File: config.mk
export PLATFORM = sky130hd
export DESIGN_NAME = decodeStage
export DESIGN_NICKNAME = d
export VERILOG_FILES = /design/src/hw/decodeCtrlPkg.sv /design/src/hw/mipsIsaPkg.sv /design/src/hw/branchDecoder.sv /design/src/hw/ctrlDecoder.sv /design/src/hw/decodeStage.sv /design/src/hw/operandDecoder.sv
export SDC_FILE = /design/constraint.sdc
export NUM_CORES = 1
export LEC_CHECK = 0
export ABC_CLOCK_PERIOD_IN_PS = 800
export BUFFER_PORTS_ARGS = -buffer_cell sky130_fd_sc_hd__buf_2
export CORE_ASPECT_RATIO = 1.4
export CORE_MARGIN = 2
export CORE_UTILIZATION = 40
export DETAILED_ROUTE_END_ITERATION = 12
export HOLD_SLACK_MARGIN = 0.08
export PLACE_DENSITY = 0.71
export SKIP_LAST_GASP = 1
export SYNTH_ARGS = -nofsm -noshare
export SYNTH_HDL_FRONTEND = slang
export SYNTH_SLANG_ARGS = --single-unit
File: constraint.sdc
create_clock -name clk -period 0.8 [get_ports clk]
set_input_delay 0.08 -clock clk [delete_from_list [all_inputs] [get_ports clk]]
set_output_delay 0.08 -clock clk [all_outputs]
set_load 0.02 [all_outputs]
File: src/hw/decodeCtrlPkg.sv
package decodeCtrlPkg;

    typedef enum logic [7:0] {
        aluNop = 8'h00,
        aluAnd,
        aluOr,
        aluXor,
        aluNor,
        aluSlt,
        aluSltu,
        aluAdd,
        aluAddu,
        aluSub,
        aluSubu,
        aluSll,
        aluSllv,
        aluSrl,
        aluSrlv,
        aluSra,
        aluSrav,
        aluMult,
        aluMultu,
        aluDiv,
        aluDivu,
        aluMfhi,
        aluMflo,
        aluMthi,
        aluMtlo,
        aluLui,
        aluMfc0,
        aluMtc0
    } aluOpT;

    typedef enum logic [3:0] {
        btNop = 4'h0,
        btJ,
        btJreg,    // target from rs
        btBeq,
        btBne,
        btBgtz,
        btBlez,
        btBgez,
        btBltz
    } branchT;

    // loaded in reset and on every cycle without a strobe
    localparam aluOpT  aluOpRst  = aluNop;
    localparam branchT branchRst = btNop;
    localparam logic   flagRst   = 1'b0;

endpackage

File: src/hw/mipsIsaPkg.sv
package mipsIsaPkg;

    localparam int instrW   = 32;
    localparam int regAddrW = 5;

    typedef logic [regAddrW-1:0] regAddrT;

    localparam regAddrT linkReg = 5'd31; // ra

    // field lsb and width
    localparam int opLsb    = 26;
    localparam int opW      = 6;
    localparam int rsLsb    = 21;
    localparam int rsW      = 5;
    localparam int rtLsb    = 16;
    localparam int rtW      = 5;
    localparam int rdLsb    = 11;
    localparam int rdW      = 5;
    localparam int functLsb = 0;
    localparam int functW   = 6;
    localparam int immLsb   = 0;
    localparam int immW     = 16;

    localparam logic [opW-1:0] opSpecial = 6'b000000;
    localparam logic [opW-1:0] opRegimm  = 6'b000001;
    localparam logic [opW-1:0] opJ       = 6'b000010;
    localparam logic [opW-1:0] opJal     = 6'b000011;
    localparam logic [opW-1:0] opBeq     = 6'b000100;
    localparam logic [opW-1:0] opBne     = 6'b000101;
    localparam logic [opW-1:0] opBlez    = 6'b000110;
    localparam logic [opW-1:0] opBgtz    = 6'b000111;
    localparam logic [opW-1:0] opAddi    = 6'b001000;
    localparam logic [opW-1:0] opAddiu   = 6'b001001;
    localparam logic [opW-1:0] opSlti    = 6'b001010;
    localparam logic [opW-1:0] opSltiu   = 6'b001011;
    localparam logic [opW-1:0] opAndi    = 6'b001100;
    localparam logic [opW-1:0] opOri     = 6'b001101;
    localparam logic [opW-1:0] opXori    = 6'b001110;
    localparam logic [opW-1:0] opLui     = 6'b001111;
    localparam logic [opW-1:0] opCop0    = 6'b010000;
    localparam logic [opW-1:0] opLb      = 6'b100000;
    localparam logic [opW-1:0] opLh      = 6'b100001;
    localparam logic [opW-1:0] opLw      = 6'b100011;
    localparam logic [opW-1:0] opLbu     = 6'b100100;
    localparam logic [opW-1:0] opLhu     = 6'b100101;
    localparam logic [opW-1:0] opSb      = 6'b101000;
    localparam logic [opW-1:0] opSh      = 6'b101001;
    localparam logic [opW-1:0] opSw      = 6'b101011;

    // SPECIAL functs
    localparam logic [functW-1:0] fnSll     = 6'b000000;
    localparam logic [functW-1:0] fnSrl     = 6'b000010;
    localparam logic [functW-1:0] fnSra     = 6'b000011;
    localparam logic [functW-1:0] fnSllv    = 6'b000100;
    localparam logic [functW-1:0] fnSrlv    = 6'b000110;
    localparam logic [functW-1:0] fnSrav    = 6'b000111;
    localparam logic [functW-1:0] fnJr      = 6'b001000;
    localparam logic [functW-1:0] fnJalr    = 6'b001001;
    localparam logic [functW-1:0] fnSyscall = 6'b001100;
    localparam logic [functW-1:0] fnBreak   = 6'b001101;
    localparam logic [functW-1:0] fnMfhi    = 6'b010000;
    localparam logic [functW-1:0] fnMthi    = 6'b010001;
    localparam logic [functW-1:0] fnMflo    = 6'b010010;
    localparam logic [functW-1:0] fnMtlo    = 6'b010011;
    localparam logic [functW-1:0] fnMult    = 6'b011000;
    localparam logic [functW-1:0] fnMultu   = 6'b011001;
    localparam logic [functW-1:0] fnDiv     = 6'b011010;
    localparam logic [functW-1:0] fnDivu    = 6'b011011;
    localparam logic [functW-1:0] fnAdd     = 6'b100000;
    localparam logic [functW-1:0] fnAddu    = 6'b100001;
    localparam logic [functW-1:0] fnSub     = 6'b100010;
    localparam logic [functW-1:0] fnSubu    = 6'b100011;
    localparam logic [functW-1:0] fnAnd     = 6'b100100;
    localparam logic [functW-1:0] fnOr      = 6'b100101;
    localparam logic [functW-1:0] fnXor     = 6'b100110;
    localparam logic [functW-1:0] fnNor     = 6'b100111;
    localparam logic [functW-1:0] fnSlt     = 6'b101010;
    localparam logic [functW-1:0] fnSltu    = 6'b101011;

    // REGIMM rt codes
    localparam logic [rtW-1:0] rtBltz   = 5'b00000;
    localparam logic [rtW-1:0] rtBgez   = 5'b00001;
    localparam logic [rtW-1:0] rtBltzal = 5'b10000;
    localparam logic [rtW-1:0] rtBgezal = 5'b10001;

    localparam logic [rsW-1:0] rsMfc0 = 5'b00000;
    localparam logic [rsW-1:0] rsMtc0 = 5'b00100;

    localparam logic [instrW-1:0] eretWord = 32'h4200_0018;

endpackage

File: src/hw/branchDecoder.sv
`timescale 1ns/100ps

module branchDecoder import mipsIsaPkg::*, decodeCtrlPkg::*; (
    input  logic [instrW-1:0] instr,
    output branchT            branchType,
    output logic              linkPc8
);

    logic [opW-1:0]    op;
    logic [rtW-1:0]    rt;
    logic [functW-1:0] funct;

    assign op    = instr[opLsb +: opW];
    assign rt    = instr[rtLsb +: rtW];
    assign funct = instr[functLsb +: functW];

    always_comb begin
        branchType = branchRst;
        linkPc8    = flagRst;
        case (op)
            opSpecial: begin
                if (funct == fnJr || funct == fnJalr) begin
                    branchType = btJreg;
                    linkPc8    = (funct == fnJalr);
                end
            end
            opJ:    branchType = btJ;
            opJal: begin
                branchType = btJ;
                linkPc8    = 1'b1; // ra = pc+8
            end
            opBeq:  branchType = btBeq;
            opBne:  branchType = btBne;
            opBgtz: branchType = btBgtz;
            opBlez: branchType = btBlez;
            opRegimm: begin
                case (rt)
                    rtBgez, rtBgezal: branchType = btBgez;
                    rtBltz, rtBltzal: branchType = btBltz;
                    default:          branchType = branchRst; // synci and unknown rt
                endcase
                linkPc8 = (rt == rtBgezal) || (rt == rtBltzal);
            end
            default: branchType = branchRst;
        endcase
    end

endmodule

File: src/hw/ctrlDecoder.sv
`timescale 1ns/100ps

module ctrlDecoder import mipsIsaPkg::*, decodeCtrlPkg::*; (
    input  logic [instrW-1:0] instr,
    output aluOpT             aluOp,
    output logic              aluSelA,
    output logic              aluSelB,
    output logic              regWen,
    output logic              memEn,
    output logic              memRead,
    output logic              memWrite,
    output logic              memToReg,
    output logic              hiloWrite,
    output logic              cp0Write,
    output logic              privInst,
    output logic              excSyscall,
    output logic              excBreak,
    output logic              excEret,
    output logic              undefinedInst
);

    logic [opW-1:0]    op;
    logic [rsW-1:0]    rs;
    logic [rtW-1:0]    rt;
    logic [functW-1:0] funct;

    assign op      = instr[opLsb +: opW];
    assign rs      = instr[rsLsb +: rsW];
    assign rt      = instr[rtLsb +: rtW];
    assign funct   = instr[functLsb +: functW];
    assign excEret = (instr == eretWord); // whole word must match

    always_comb begin
        aluOp         = aluNop;
        aluSelA       = 1'b0;
        aluSelB       = 1'b0;
        regWen        = 1'b0;
        memEn         = 1'b0;
        memRead       = 1'b0;
        memWrite      = 1'b0;
        memToReg      = 1'b0;
        hiloWrite     = 1'b0;
        cp0Write      = 1'b0;
        privInst      = 1'b0;
        excSyscall    = 1'b0;
        excBreak      = 1'b0;
        undefinedInst = 1'b0;
        case (op)
            opSpecial: begin
                regWen = 1'b1; // most functs write rd
                case (funct)
                    fnAnd:  aluOp = aluAnd;
                    fnOr:   aluOp = aluOr;
                    fnXor:  aluOp = aluXor;
                    fnNor:  aluOp = aluNor;
                    fnSlt:  aluOp = aluSlt;
                    fnSltu: aluOp = aluSltu;
                    fnAdd:  aluOp = aluAdd;
                    fnAddu: aluOp = aluAddu;
                    fnSub:  aluOp = aluSub;
                    fnSubu: aluOp = aluSubu;
                    fnSllv: aluOp = aluSllv;
                    fnSrlv: aluOp = aluSrlv;
                    fnSrav: aluOp = aluSrav;
                    fnSll: begin
                        aluOp   = aluSll;
                        aluSelA = 1'b1; // shamt as operand a
                    end
                    fnSrl: begin
                        aluOp   = aluSrl;
                        aluSelA = 1'b1;
                    end
                    fnSra: begin
                        aluOp   = aluSra;
                        aluSelA = 1'b1;
                    end
                    fnMult, fnMultu, fnDiv, fnDivu, fnMthi, fnMtlo: begin
                        regWen    = 1'b0;
                        hiloWrite = 1'b1;
                        case (funct)
                            fnMult:  aluOp = aluMult;
                            fnMultu: aluOp = aluMultu;
                            fnDiv:   aluOp = aluDiv;
                            fnDivu:  aluOp = aluDivu;
                            fnMthi:  aluOp = aluMthi;
                            default: aluOp = aluMtlo;
                        endcase
                    end
                    fnMfhi: aluOp = aluMfhi;
                    fnMflo: aluOp = aluMflo;
                    fnJr:   regWen = 1'b0;
                    fnJalr: aluOp = aluNop; // pc+8 into rd
                    fnSyscall: begin
                        regWen     = 1'b0;
                        excSyscall = 1'b1;
                        privInst   = 1'b1;
                    end
                    fnBreak: begin
                        regWen   = 1'b0;
                        excBreak = 1'b1;
                        privInst = 1'b1;
                    end
                    default: begin
                        regWen        = 1'b0;
                        undefinedInst = 1'b1;
                    end
                endcase
            end
            opLb, opLh, opLw, opLbu, opLhu: begin
                aluOp    = aluAddu; // base + offset
                aluSelB  = 1'b1;
                regWen   = 1'b1;
                memEn    = 1'b1;
                memRead  = 1'b1;
                memToReg = 1'b1;
            end
            opSb, opSh, opSw: begin
                aluOp    = aluAddu;
                aluSelB  = 1'b1;
                memEn    = 1'b1;
                memWrite = 1'b1;
            end
            opAddi, opAddiu, opSlti, opSltiu, opAndi, opOri, opXori, opLui: begin
                regWen  = 1'b1;
                aluSelB = 1'b1; // immediate as operand b
                case (op)
                    opAddi:  aluOp = aluAdd;
                    opAddiu: aluOp = aluAddu;
                    opSlti:  aluOp = aluSlt;
                    opSltiu: aluOp = aluSltu;
                    opAndi:  aluOp = aluAnd;
                    opOri:   aluOp = aluOr;
                    opXori:  aluOp = aluXor;
                    default: aluOp = aluLui;
                endcase
            end
            opJ, opBeq, opBne, opBlez, opBgtz: aluOp = aluNop;
            opJal:  regWen = 1'b1; // ra gets pc+8
            opRegimm: begin
                // only the linking forms write ra
                regWen = (rt == rtBgezal) || (rt == rtBltzal);
            end
            opCop0: begin
                privInst = 1'b1;
                if (rs == rsMfc0) begin
                    aluOp  = aluMfc0;
                    regWen = 1'b1;
                end else if (rs == rsMtc0) begin
                    aluOp    = aluMtc0;
                    cp0Write = 1'b1;
                end
            end
            default: undefinedInst = 1'b1;
        endcase
    end

endmodule

File: src/hw/decodeStage.sv
`timescale 1ns/100ps

module decodeStage import mipsIsaPkg::*, decodeCtrlPkg::*; (
    input  logic              clk,
    input  logic              rstN,
    input  logic              instrValid,
    input  logic [instrW-1:0] instr,
    output logic              decodedValid,
    output aluOpT             aluOp,
    output logic              aluSelA,
    output logic              aluSelB,
    output logic              regWen,
    output logic              memEn,
    output logic              memRead,
    output logic              memWrite,
    output logic              memToReg,
    output logic              hiloWrite,
    output logic              cp0Write,
    output logic              privInst,
    output logic              excSyscall,
    output logic              excBreak,
    output logic              excEret,
    output logic              undefinedInst,
    output branchT            branchType,
    output logic              linkPc8,
    output regAddrT           regWaddr,
    output logic [31:0]       extImm
);

    localparam int flagN = 15;

    aluOpT            nxtAluOp;
    branchT           nxtBranchType;
    regAddrT          nxtRegWaddr;
    logic [31:0]      nxtExtImm;
    logic             nxtAluSelA;
    logic             nxtAluSelB;
    logic             nxtRegWen;
    logic             nxtMemEn;
    logic             nxtMemRead;
    logic             nxtMemWrite;
    logic             nxtMemToReg;
    logic             nxtHiloWrite;
    logic             nxtCp0Write;
    logic             nxtPrivInst;
    logic             nxtExcSyscall;
    logic             nxtExcBreak;
    logic             nxtExcEret;
    logic             nxtUndefinedInst;
    logic             nxtLinkPc8;
    logic [flagN-1:0] nxtFlags;
    logic [flagN-1:0] flagsQ;

    ctrlDecoder ctrlDec0 (
        .instr        (instr),
        .aluOp        (nxtAluOp),
        .aluSelA      (nxtAluSelA),
        .aluSelB      (nxtAluSelB),
        .regWen       (nxtRegWen),
        .memEn        (nxtMemEn),
        .memRead      (nxtMemRead),
        .memWrite     (nxtMemWrite),
        .memToReg     (nxtMemToReg),
        .hiloWrite    (nxtHiloWrite),
        .cp0Write     (nxtCp0Write),
        .privInst     (nxtPrivInst),
        .excSyscall   (nxtExcSyscall),
        .excBreak     (nxtExcBreak),
        .excEret      (nxtExcEret),
        .undefinedInst(nxtUndefinedInst)
    );

    branchDecoder branchDec0 (
        .instr     (instr),
        .branchType(nxtBranchType),
        .linkPc8   (nxtLinkPc8)
    );

    operandDecoder operandDec0 (
        .instr   (instr),
        .regWaddr(nxtRegWaddr),
        .extImm  (nxtExtImm)
    );

    assign nxtFlags = {nxtAluSelA, nxtAluSelB, nxtRegWen, nxtMemEn, nxtMemRead,
                       nxtMemWrite, nxtMemToReg, nxtHiloWrite, nxtCp0Write, nxtPrivInst,
                       nxtExcSyscall, nxtExcBreak, nxtExcEret, nxtUndefinedInst, nxtLinkPc8};

    assign {aluSelA, aluSelB, regWen, memEn, memRead,
            memWrite, memToReg, hiloWrite, cp0Write, privInst,
            excSyscall, excBreak, excEret, undefinedInst, linkPc8} = flagsQ;

    // idle cycles clear everything so no enable lingers
    always_ff @(posedge clk or negedge rstN) begin
        if (!rstN) begin
            decodedValid <= 1'b0;
            aluOp        <= aluOpRst;
            branchType   <= branchRst;
            flagsQ       <= {flagN{flagRst}};
        end else if (instrValid) begin
            decodedValid <= 1'b1;
            aluOp        <= nxtAluOp;
            branchType   <= nxtBranchType;
            flagsQ       <= nxtFlags;
        end else begin
            decodedValid <= 1'b0;
            aluOp        <= aluOpRst;
            branchType   <= branchRst;
            flagsQ       <= {flagN{flagRst}};
        end
    end

    always_ff @(posedge clk) begin
        if (instrValid) begin
            regWaddr <= nxtRegWaddr; // payload only
            extImm   <= nxtExtImm;
        end
    end

    memDirExcl: assert property (@(posedge clk) disable iff (!rstN)
        !(memRead && memWrite));

    undefNoWrite: assert property (@(posedge clk) disable iff (!rstN)
        undefinedInst |-> !(regWen || memEn));

    branchNoMem: assert property (@(posedge clk) disable iff (!rstN)
        (branchType != btNop) |-> !memEn);

endmodule

File: src/hw/operandDecoder.sv
`timescale 1ns/100ps

module operandDecoder import mipsIsaPkg::*; (
    input  logic [instrW-1:0] instr,
    output regAddrT           regWaddr,
    output logic [31:0]       extImm
);

    logic [opW-1:0]  op;
    logic [rsW-1:0]  rs;
    logic [rtW-1:0]  rt;
    logic [rdW-1:0]  rd;
    logic [immW-1:0] imm;
    logic            zeroExt;

    assign op  = instr[opLsb +: opW];
    assign rs  = instr[rsLsb +: rsW];
    assign rt  = instr[rtLsb +: rtW];
    assign rd  = instr[rdLsb +: rdW];
    assign imm = instr[immLsb +: immW];

    // andi ori xori lui, instr[29:28] both set
    assign zeroExt = (op[3:2] == 2'b11);

    assign extImm = zeroExt ? {{(32-immW){1'b0}}, imm}
                            : {{(32-immW){imm[immW-1]}}, imm};

    always_comb begin
        regWaddr = rd;
        case (op)
            opAddi, opAddiu, opSlti, opSltiu,
            opAndi, opOri, opXori, opLui,
            opLb, opLh, opLw, opLbu, opLhu: regWaddr = rt;
            opJal: regWaddr = linkReg;
            opRegimm: begin
                if (rt == rtBgezal || rt == rtBltzal) begin
                    regWaddr = linkReg;
                end
            end
            opCop0: begin
                if (rs == rsMfc0) begin
                    regWaddr = rt; // gpr[rt] from cp0[rd]
                end
            end
            default: regWaddr = rd;
        endcase
    end

endmodule
-- After elaboration in Yosys (flattened, before gate mapping)
Index checks and enable logic that the tools add are counted.
- eq/ne operators: 57
- multiplexer cells: 40
- reductions and logical operators: 22
- operators with widths (operator ; count):
    $pmux W8 S19 ; 1
    $eq A6 B6 Y1 const B ; 18
    $eq A6 B4 Y1 const B ; 12
    $eq A6 B5 Y1 const B ; 9
    $eq A6 B3 Y1 const B ; 7
    $pmux W5 S7 ; 1
    $eq A32 B31 Y1 const B ; 1
    $pmux W8 S4 ; 1
    $pmux W4 S7 ; 1
    $reduce_or A28 Y1 ; 1
    $eq A6 B2 Y1 const B ; 4
    $reduce_or A24 Y1 ; 1
    $mux W1 ; 21
    $pmux W4 S5 ; 1
    $pmux W5 S4 ; 1
    $reduce_or A19 Y1 ; 1
    $mux W8 ; 2
    $reduce_or A16 Y1 ; 1
    $reduce_or A8 Y1 ; 2
    $mux W15 ; 1
    $mux W5 ; 3
    $reduce_or A14 Y1 ; 1
    $reduce_or A13 Y1 ; 1
    $logic_not A6 Y1 ; 2
    17 further kinds ; 25
- flip-flop bits (word level): 50
- input port bits: 35
- output and inout bits: 65
- logic and storage cells: 126

-- Longest topological paths before layout
Gate-level depths: netlist of run 1.
- depth after elaboration: 5
- mapped depth: 7
- gate-level depth less buffers: 5

-- Modules after synthesis
Synthesis of run 1 repeated with hierarchy kept, for this count alone.
- cell total of the unflattened synthesis: 336
- area total of the unflattened synthesis: 3666.0 um^2
- modules (own cells, without submodules) (module ; times used ; cells each ; area each (um^2) ; seq. area each (um^2)):
    decodeStage ; 1 ; 94 ; 2029.4 ; 1811.7
    ctrlDecoder ; 1 ; 148 ; 958.4 ; 0.0
    operandDecoder ; 1 ; 71 ; 530.5 ; 0.0
    branchDecoder ; 1 ; 23 ; 147.6 ; 0.0

-- Worst setup path before layout of run 1
No wires, ideal clock.
- path type: input to register
- start: input port instr[30]
- end: register flagsQ[3]
- library setup time: 0.081 ns
- arrival time: 1.976 ns
- setup slack: -1.257 ns
- stages: 7
- cell sequence: buf_6 or3_4 or4_1 buf_2 or2_4 or4_4 nor3b_2
- longest elaborated chain between the ends: 3
- RTL lines (item ; RTL line ; RTL):
    start, declared ; decodeStage.sv:7 ; input logic [instrW-1:0] instr,
    $logic_not A6 Y1 ; ctrlDecoder.sv:48 ; case (op)
    $mux W1 ; ctrlDecoder.sv:48 ;
    $mux W15 ; decodeStage.sv:100 ; end else if (instrValid) begin
    end signal, assigned ; decodeStage.sv:99 ; flagsQ <= {flagN{flagRst}};
    end signal, assigned ; decodeStage.sv:104 ; flagsQ <= nxtFlags;
    end signal, assigned ; decodeStage.sv:109 ; flagsQ <= {flagN{flagRst}};
    end, declared ; decodeStage.sv:52 ; logic [flagN-1:0] flagsQ;
No other way between the ends.
A chain may end at the register's enable or synchronous reset.

-- Worst setup path after layout of run 1
- start: input port instr[31]
- end: register flagsQ[0]
- longest elaborated chain between the ends: 3
- elaborated cells between the ends (all ways): 5
- those cells by class: eq/ne (2); mux (2); reduce/logical (1)
- RTL lines (item ; RTL line ; RTL):
    $eq A6 B1 Y1, or another cell as far along ; branchDecoder.sv:20 ; case (op)
    $pmux W1 S3 (*) ; branchDecoder.sv:20 ;
    $mux W15 (*) ; decodeStage.sv:100 ;
Every way passes the cells marked *; elsewhere a longest branch is shown, timed or not.

==> results of run 1 <==
## kinds of logic (layout without fill, tap and decap cells)
kind of cell / after synthesis / in the layout
and+or+nand+nor: 98 / 98
AOI/OAI and AO/OA: 61 / 61
DFF: 46 / 46
buffers and inverters: 41 / 204
xor gates and xnor gates: 6 / 6
muxes: 2 / 2
other: 1 / 3
## sequential cells by signal, indices dropped and copies added, names as in the netlist
register and count:
extImm 17, decodedValid 1, branchType 4, aluOp 5, regWaddr 5, flagsQ 14
## final timing paths
check / start / end / slack [ps]
max: instr[31] / flagsQ[0] / -850
min: instr[28] / aluOp[2] / 80
max in group asynchronous: rstN / flagsQ[7] / 410
min in group asynchronous: rstN / flagsQ[9] / 230
## final cells by class
type | instances | area share [%]
timing repair buffer | 191 | 35.86
multi-input combinational | 170 | 29.89
sequential | 46 | 29.53
tap | 72 | 2.110
clock buffer | 5 | 1.611
clock inverter | 3 | 0.4981
inverter | 5 | 0.4981
## tightest hold or removal path: stages
cell       delay (ps)
buf_6             100
buf_8             130
a2111oi_4          40
## stage by stage
step	setup slack (ps)	instances	util [%]	instance area, sq um
6_report	-846.2	492	69.71	4270
5_1_grt	-878.1	492	69.71	4270
2_1_floorplan	-1169	257	-	2655
3_3_place_gp	-1128	458	56.33	3451
3_5_place_dp	-1162	458	56.33	3451
4_1_cts	-805.0	489	66.95	4101
## repair_timing
| action | 4_1_cts | 5_1_grt |
|---|---|---|
| hold endpoints to repair | 34 | 0 |
| gates resized for setup | 95 | 37 |
| endpoints found under the setup margin | 90 | 90 |
| pin swaps | 20 | 25 |
| hold buffers | 10 | 0 |
| gates cloned | 0 | 0 |
| setup buffers | 15 | 7 |
## power breakdown
part | switching (W) | internal, W
sequential | 0.0000421 | 0.00261
clock | 0.000816 | 0.000614
combinational | 0.000903 | 0.000736
total | 0.00176 | 0.00396
## per-layer routing
metal	vias up	part of all wire [%]
met5	-	0
met4	0	4.9
met3	35	7.0
met2	157	53
met1	1340	35
li1	1238	-
## layout by cell type (no fill, tap or decap), types with 3 or more instances in the layout
| master | n |
|---|---|
| a21oi_1 | 12 |
| o21ai_1 | 6 |
| buf_2 | 59 |
| nor3_2 | 3 |
| nor4_4 | 3 |
| clkbuf_8 | 5 |
| o21ai_0 | 4 |
| nor4_1 | 4 |
| dfrtp_1 | 24 |
| nor3_4 | 3 |
| buf_4 | 71 |
| or2_2 | 3 |
| inv_1 | 3 |
| buf_8 | 3 |
| nand2b_1 | 7 |
| a21oi_2 | 8 |
| nand2_1 | 17 |
| or4_4 | 3 |
| nor2_1 | 17 |
| nand3_1 | 4 |
| dlygate4sd3_1 | 10 |
| nor2b_1 | 3 |
| a31oi_1 | 6 |
| xnor2_1 | 5 |
| nand4_1 | 3 |
| nor3_1 | 7 |
| or3_4 | 4 |
| buf_6 | 46 |
| conb_1 | 3 |
| edfxtp_1 | 22 |
==> impl_metrics.env, run 1 <==
export IMPL_cts_sinks=46
export IMPL_synthArstFlopShare_pct=52.17
export IMPL_drv_cap=0
export IMPL_htree_levels=2
export IMPL_max_slew_worst_pin_slew_ps=505.3
export IMPL_drv_slew=0
export IMPL_synth_compound_area_share_pct=15.54
export IMPL_use_met2_pct=43.40
export IMPL_synth_top_area_share_pct=26.56
export IMPL_clockBufferDepth=2
export IMPL_fp_dieW_um=70.65
export IMPL_synthFlopType="dfrtp_1"
export IMPL_synth_area_sq_um=2487
export IMPL_synth_edff_count=22
export IMPL_cp_required_ps=1020
export IMPL_root_buffer="clkbuf_8"
export IMPL_ioPinCount=100
export IMPL_gp_congestion=1.006
export IMPL_crit_slowest_cell="or4_4"
export IMPL_whs_ps=76.78
export IMPL_start_util_pct=40.60
export IMPL_seq_area_sq_um=1261
export IMPL_route_detailed_drc=0
export IMPL_violations="setup timing"
export IMPL_core_area_sq_um=6126
export IMPL_cp_depth=9
export IMPL_syn_inst=255
export IMPL_p_leak_nw=1.913
export IMPL_nets=454
export IMPL_synth_avg_cell_area_sq_um=9.754
export IMPL_multi_input_area_sq_um=1276
export IMPL_critPathArrivalTime_ps=1870
export IMPL_critPathBufInv=4
export IMPL_io_buffers=96
export IMPL_antennaDiodeCount=0
export IMPL_gr_max_usage_layer="met2"
export IMPL_clk_transition_reported_paths_ps=90
export IMPL_hold_viol=0
export IMPL_syn_to_final_growth_pct=71.68
export IMPL_max_stage_delay_ps=440
export IMPL_critical_path_cell_chain="buf_8 -> or3_4 -> or4_4 -> buf_4 -> buf_6 -> nor4_4 -> buf_4 -> a21oi_2 -> nor2_1"
export IMPL_ant_nets=0
export IMPL_ys_ff_latch=46
export IMPL_antenna_found_initial=0
export IMPL_met1_usage_pct=26.58
export IMPL_synth_top_family_by_area="simple AND/OR/NAND/NOR gates"
export IMPL_hold_path_cell_count=3
export IMPL_crit_top_cell="buf_4"
export IMPL_yosys_area_share_adder_pct=0
export IMPL_tns_ps=-25660
export IMPL_min_period_ps=1646
export IMPL_synthXorXnorAreaFrac_pct=2.113
export IMPL_rsz0062_at_grt="yes"
export IMPL_n_fill_cell=435
export IMPL_p_total_w=0.005721
export IMPL_dp_hpwl_um=5808
export IMPL_vias=2770
export IMPL_num_rows=34
export IMPL_worst_setup_path_type="in -> reg"
export IMPL_status="finished with violations"
export IMPL_grt_pass1_wl_um=13340
export IMPL_synthTopCellsByCount="dfrtp_1, edfxtp_1, a21oi_1"
export IMPL_ys_types=54
export IMPL_synth_most_common_cell="dfrtp_1"
export IMPL_drtIter0Drc=239
export IMPL_crit_fanout=3
export IMPL_setup_violations=89
export IMPL_grt_util_met3_pct=3.838
export IMPL_die_h_um=97.31
export IMPL_crit_path_end_kind="register"
export IMPL_ys_warn_count=0
export IMPL_layout_drive_gt1_share_pct=56.43
export IMPL_wl_um=8589
export IMPL_grt_ovfl_total=0
export IMPL_path_delay_family="simple AND/OR/NAND/NOR gates"
export IMPL_timing_final_crit_share_pct=205.8
export IMPL_synthTopCellsByArea="edfxtp_1, dfrtp_1, buf_4"
export IMPL_synth_mux_area_fraction_pct=0.8048
export IMPL_avgRoutedWirePerCell_um=17.46
export IMPL_grt_total_usage_pct=24.49
export IMPL_critPathLaunchType="input pin"
export IMPL_synth_simple_area_share_pct=21.28
export IMPL_die_area_sq_um=6874
export IMPL_p_per_area_nw_per_um2=1340
export IMPL_cts_tree="done"
export IMPL_clock_fmax_ghz=0.6075
export IMPL_irDropWorstVdd_mv=0.7659
export IMPL_grt_pass1_vias=2771
export IMPL_vias_per_cell=5.630
export IMPL_hold_class="in -> reg"
export IMPL_setup_ws_ps=-846.2
export IMPL_slew_headroom_pct=66.16
export IMPL_grt_max_degree=25
export IMPL_drt_first_pass_iters=4
export IMPL_ys_seq_area_share_pct=50.70
export IMPL_yosys_area_top_type="edfxtp_1"
export IMPL_cts_buffers=5
Power figures use the tool's default switching activity.
==> inputs of run 2 (changes only) <==
--- a/config.mk
+++ b/config.mk
@@ -9,10 +9,11 @@
 export BUFFER_PORTS_ARGS = -buffer_cell sky130_fd_sc_hd__buf_2
 export CORE_ASPECT_RATIO = 1.4
 export CORE_MARGIN = 2
-export CORE_UTILIZATION = 40
+export CORE_UTILIZATION = 44
 export DETAILED_ROUTE_END_ITERATION = 12
+export GPL_ROUTABILITY_DRIVEN = 0
 export HOLD_SLACK_MARGIN = 0.08
-export PLACE_DENSITY = 0.71
+export PLACE_DENSITY = 0.77
 export SKIP_LAST_GASP = 1
 export SYNTH_ARGS = -nofsm -noshare
 export SYNTH_HDL_FRONTEND = slang
==> run 2 against run 1 <==
Against the previous run:
- the run still ends with setup timing left
- first-iteration DRC count is 24% higher
- core utilization is 14 points higher
- flip-flop and latch count stayed put
- sequential share of layout area is 2.0 points lower
- clock power is 9% higher
- combinational power is 15% higher
- count of clock-buffer cells in the layout is 1 higher
- final area is 7.3% higher
- sequential power hardly changed
- fmax is 1.2% lower
- non-clock buffer count is 17 higher
- critical path type unchanged
- largest cell class unchanged
==> impl_metrics.env, run 2 (synthesis results as in run 1) <==
export IMPL_status="finished with violations"
export IMPL_violations="setup timing"
export IMPL_dp_hpwl_um=5761
export IMPL_whs_ps=80.00
export IMPL_grt_ovfl_total=0
export IMPL_critPathArrivalTime_ps=1810
export IMPL_setup_violations=92
export IMPL_hold_viol=0
export IMPL_layout_drive_gt1_share_pct=59.04
export IMPL_final_cells=505
export IMPL_p_leak_nw=2.056
export IMPL_clockBufferDepth=2
export IMPL_grt_total_usage_pct=32.45
export IMPL_largest_reg_flops=17
export IMPL_root_buffer="clkbuf_8"
export IMPL_crit_slowest_cell="or3_4"
export IMPL_slew_headroom_pct=62.13
export IMPL_final_common_cell="buf_4"
export IMPL_placed_area_sq_um=3503
export IMPL_setup_ws_ps=-865.4
export IMPL_ioPinCount=100
export IMPL_avgRoutedWirePerCell_um=22.47
export IMPL_ant_nets=0
export IMPL_post_place_ws_ps=-1128
export IMPL_max_stage_delay_ps=420
export IMPL_worstSetupStartpoint="instr[31]"
export IMPL_vias=3080
export IMPL_drv_slew=0
export IMPL_dp_cells=460
export IMPL_hold_start="instr[8]"
export IMPL_p_per_area_nw_per_um2=1334
export IMPL_grt_pass1_vias=2913
export IMPL_top_register="extImm"
export IMPL_fp_dieW_um=67.55
export IMPL_crit_path_end_kind="register"
export IMPL_hold_class="in -> reg"
export IMPL_reg_top3="extImm x17, flagsQ x14"
export IMPL_antennaDiodeCount=0
export IMPL_nets=471
export IMPL_htree_levels=2
export IMPL_irDropWorstVdd_mv=0.7629
export IMPL_wl_um=11350
export IMPL_min_period_ps=1665
export IMPL_die_area_sq_um=6279
export IMPL_start_util_pct=45.35
export IMPL_grt_max_degree=25
export IMPL_max_slew_worst_pin_slew_ps=563.8
export IMPL_route_detailed_drc=0
export IMPL_crit_fanout=5
export IMPL_io_buffers=96
export IMPL_cts_buffers=5
export IMPL_clock_fmax_ghz=0.6005
export IMPL_worst_setup_path_type="in -> reg"
export IMPL_critPathBufInv=5
export IMPL_mostFrequentLayoutCells="buf_4, buf_6, buf_2"
export IMPL_antenna_found_initial=0
export IMPL_grt_pass1_wl_um=14810
export IMPL_drtIter0Drc=296
export IMPL_p_total_w=0.006112
export IMPL_vias_per_cell=6.099
export IMPL_cts_sinks=46
export IMPL_num_rows=32
export IMPL_critical_path_cell_chain="buf_6 -> or3_4 -> buf_4 -> buf_6 -> buf_6 -> buf_6 -> or3_4 -> o21ai_4 -> nand2_1 -> o21ai_1"
export IMPL_syn_to_final_growth_pct=84.15
export IMPL_critPathLaunchType="input pin"
export IMPL_cp_required_ps=940
export IMPL_cts_tree="done"
export IMPL_fin_area_sq_um=4581
export IMPL_die_h_um=92.96
export IMPL_path_delay_family="simple AND/OR/NAND/NOR gates"
export IMPL_rsz0062_at_grt="yes"
export IMPL_clk_transition_reported_paths_ps=80
export IMPL_drt_first_pass_iters=5
export IMPL_timing_final_crit_share_pct=208.2
export IMPL_core_area_sq_um=5485
export IMPL_drv_cap=0
export IMPL_crit_top_cell="buf_6"
-- run 2: where the power goes --
group	leakage, nW	switching [W]	internal (W)
clock network	0.0472	0.000868	0.000696
logic	1.46	0.00102	0.000863
registers	0.545	0.0000536	0.00261
-- run 2: path summary, 6_finish.rpt --
path	endpoint	slack [ps]	depth (start not counted)
max in group asynchronous	flagsQ[2]	400	3
worst max-delay path	regWaddr[0]	-870	10
worst min-delay path	flagsQ[2]	80	4
min in group asynchronous	flagsQ[9]	230	3
-- run 2: stage by stage --
stage	setup TNS (ps)	util, %
6_report	-27370	83.51
2_1_floorplan	-20560	-
3_5_place_dp	-25010	63.87
4_1_cts	-25400	78.10
3_3_place_gp	-23610	63.87
5_1_grt	-29310	83.51
-- run 2: per-layer routing --
layer / global-route usage (%) / vias to the layer above / routed length [um]
met5: 0 / - / 0
met4: 23.47 / 0 / 861
met2: 54.58 / 250 / 5795
met3: 6.683 / 84 / 973
met1: 34.66 / 1474 / 3717
li1: - / 1272 / -
-- run 2: what timing repair did --
action / 4_1_cts / 5_1_grt
hold endpoints to repair: 35 / 3
setup endpoints to repair: 88 / 90
gates resized for setup: 111 / 58
buffers inserted: 19 / 14
pin swaps: 25 / 18
hold buffers: 10 / 2
-- run 2: worst min-delay path, delay by kind of cell --
family	cells	cell delay, ps
AND/OR/NAND/NOR	3	190
buffers and inverters	1	90
-- run 2: final cells by class --
cell class,count,area (sq um)
Clock buffer,6,82.58
Multi-Input combinational cell,170,1358
Clock inverter,2,12.51
Fill cell,249,904.6
Timing Repair Buffer,208,1760
Tap cell,68,85.08
Sequential cell,46,1261
Inverter,5,21.27
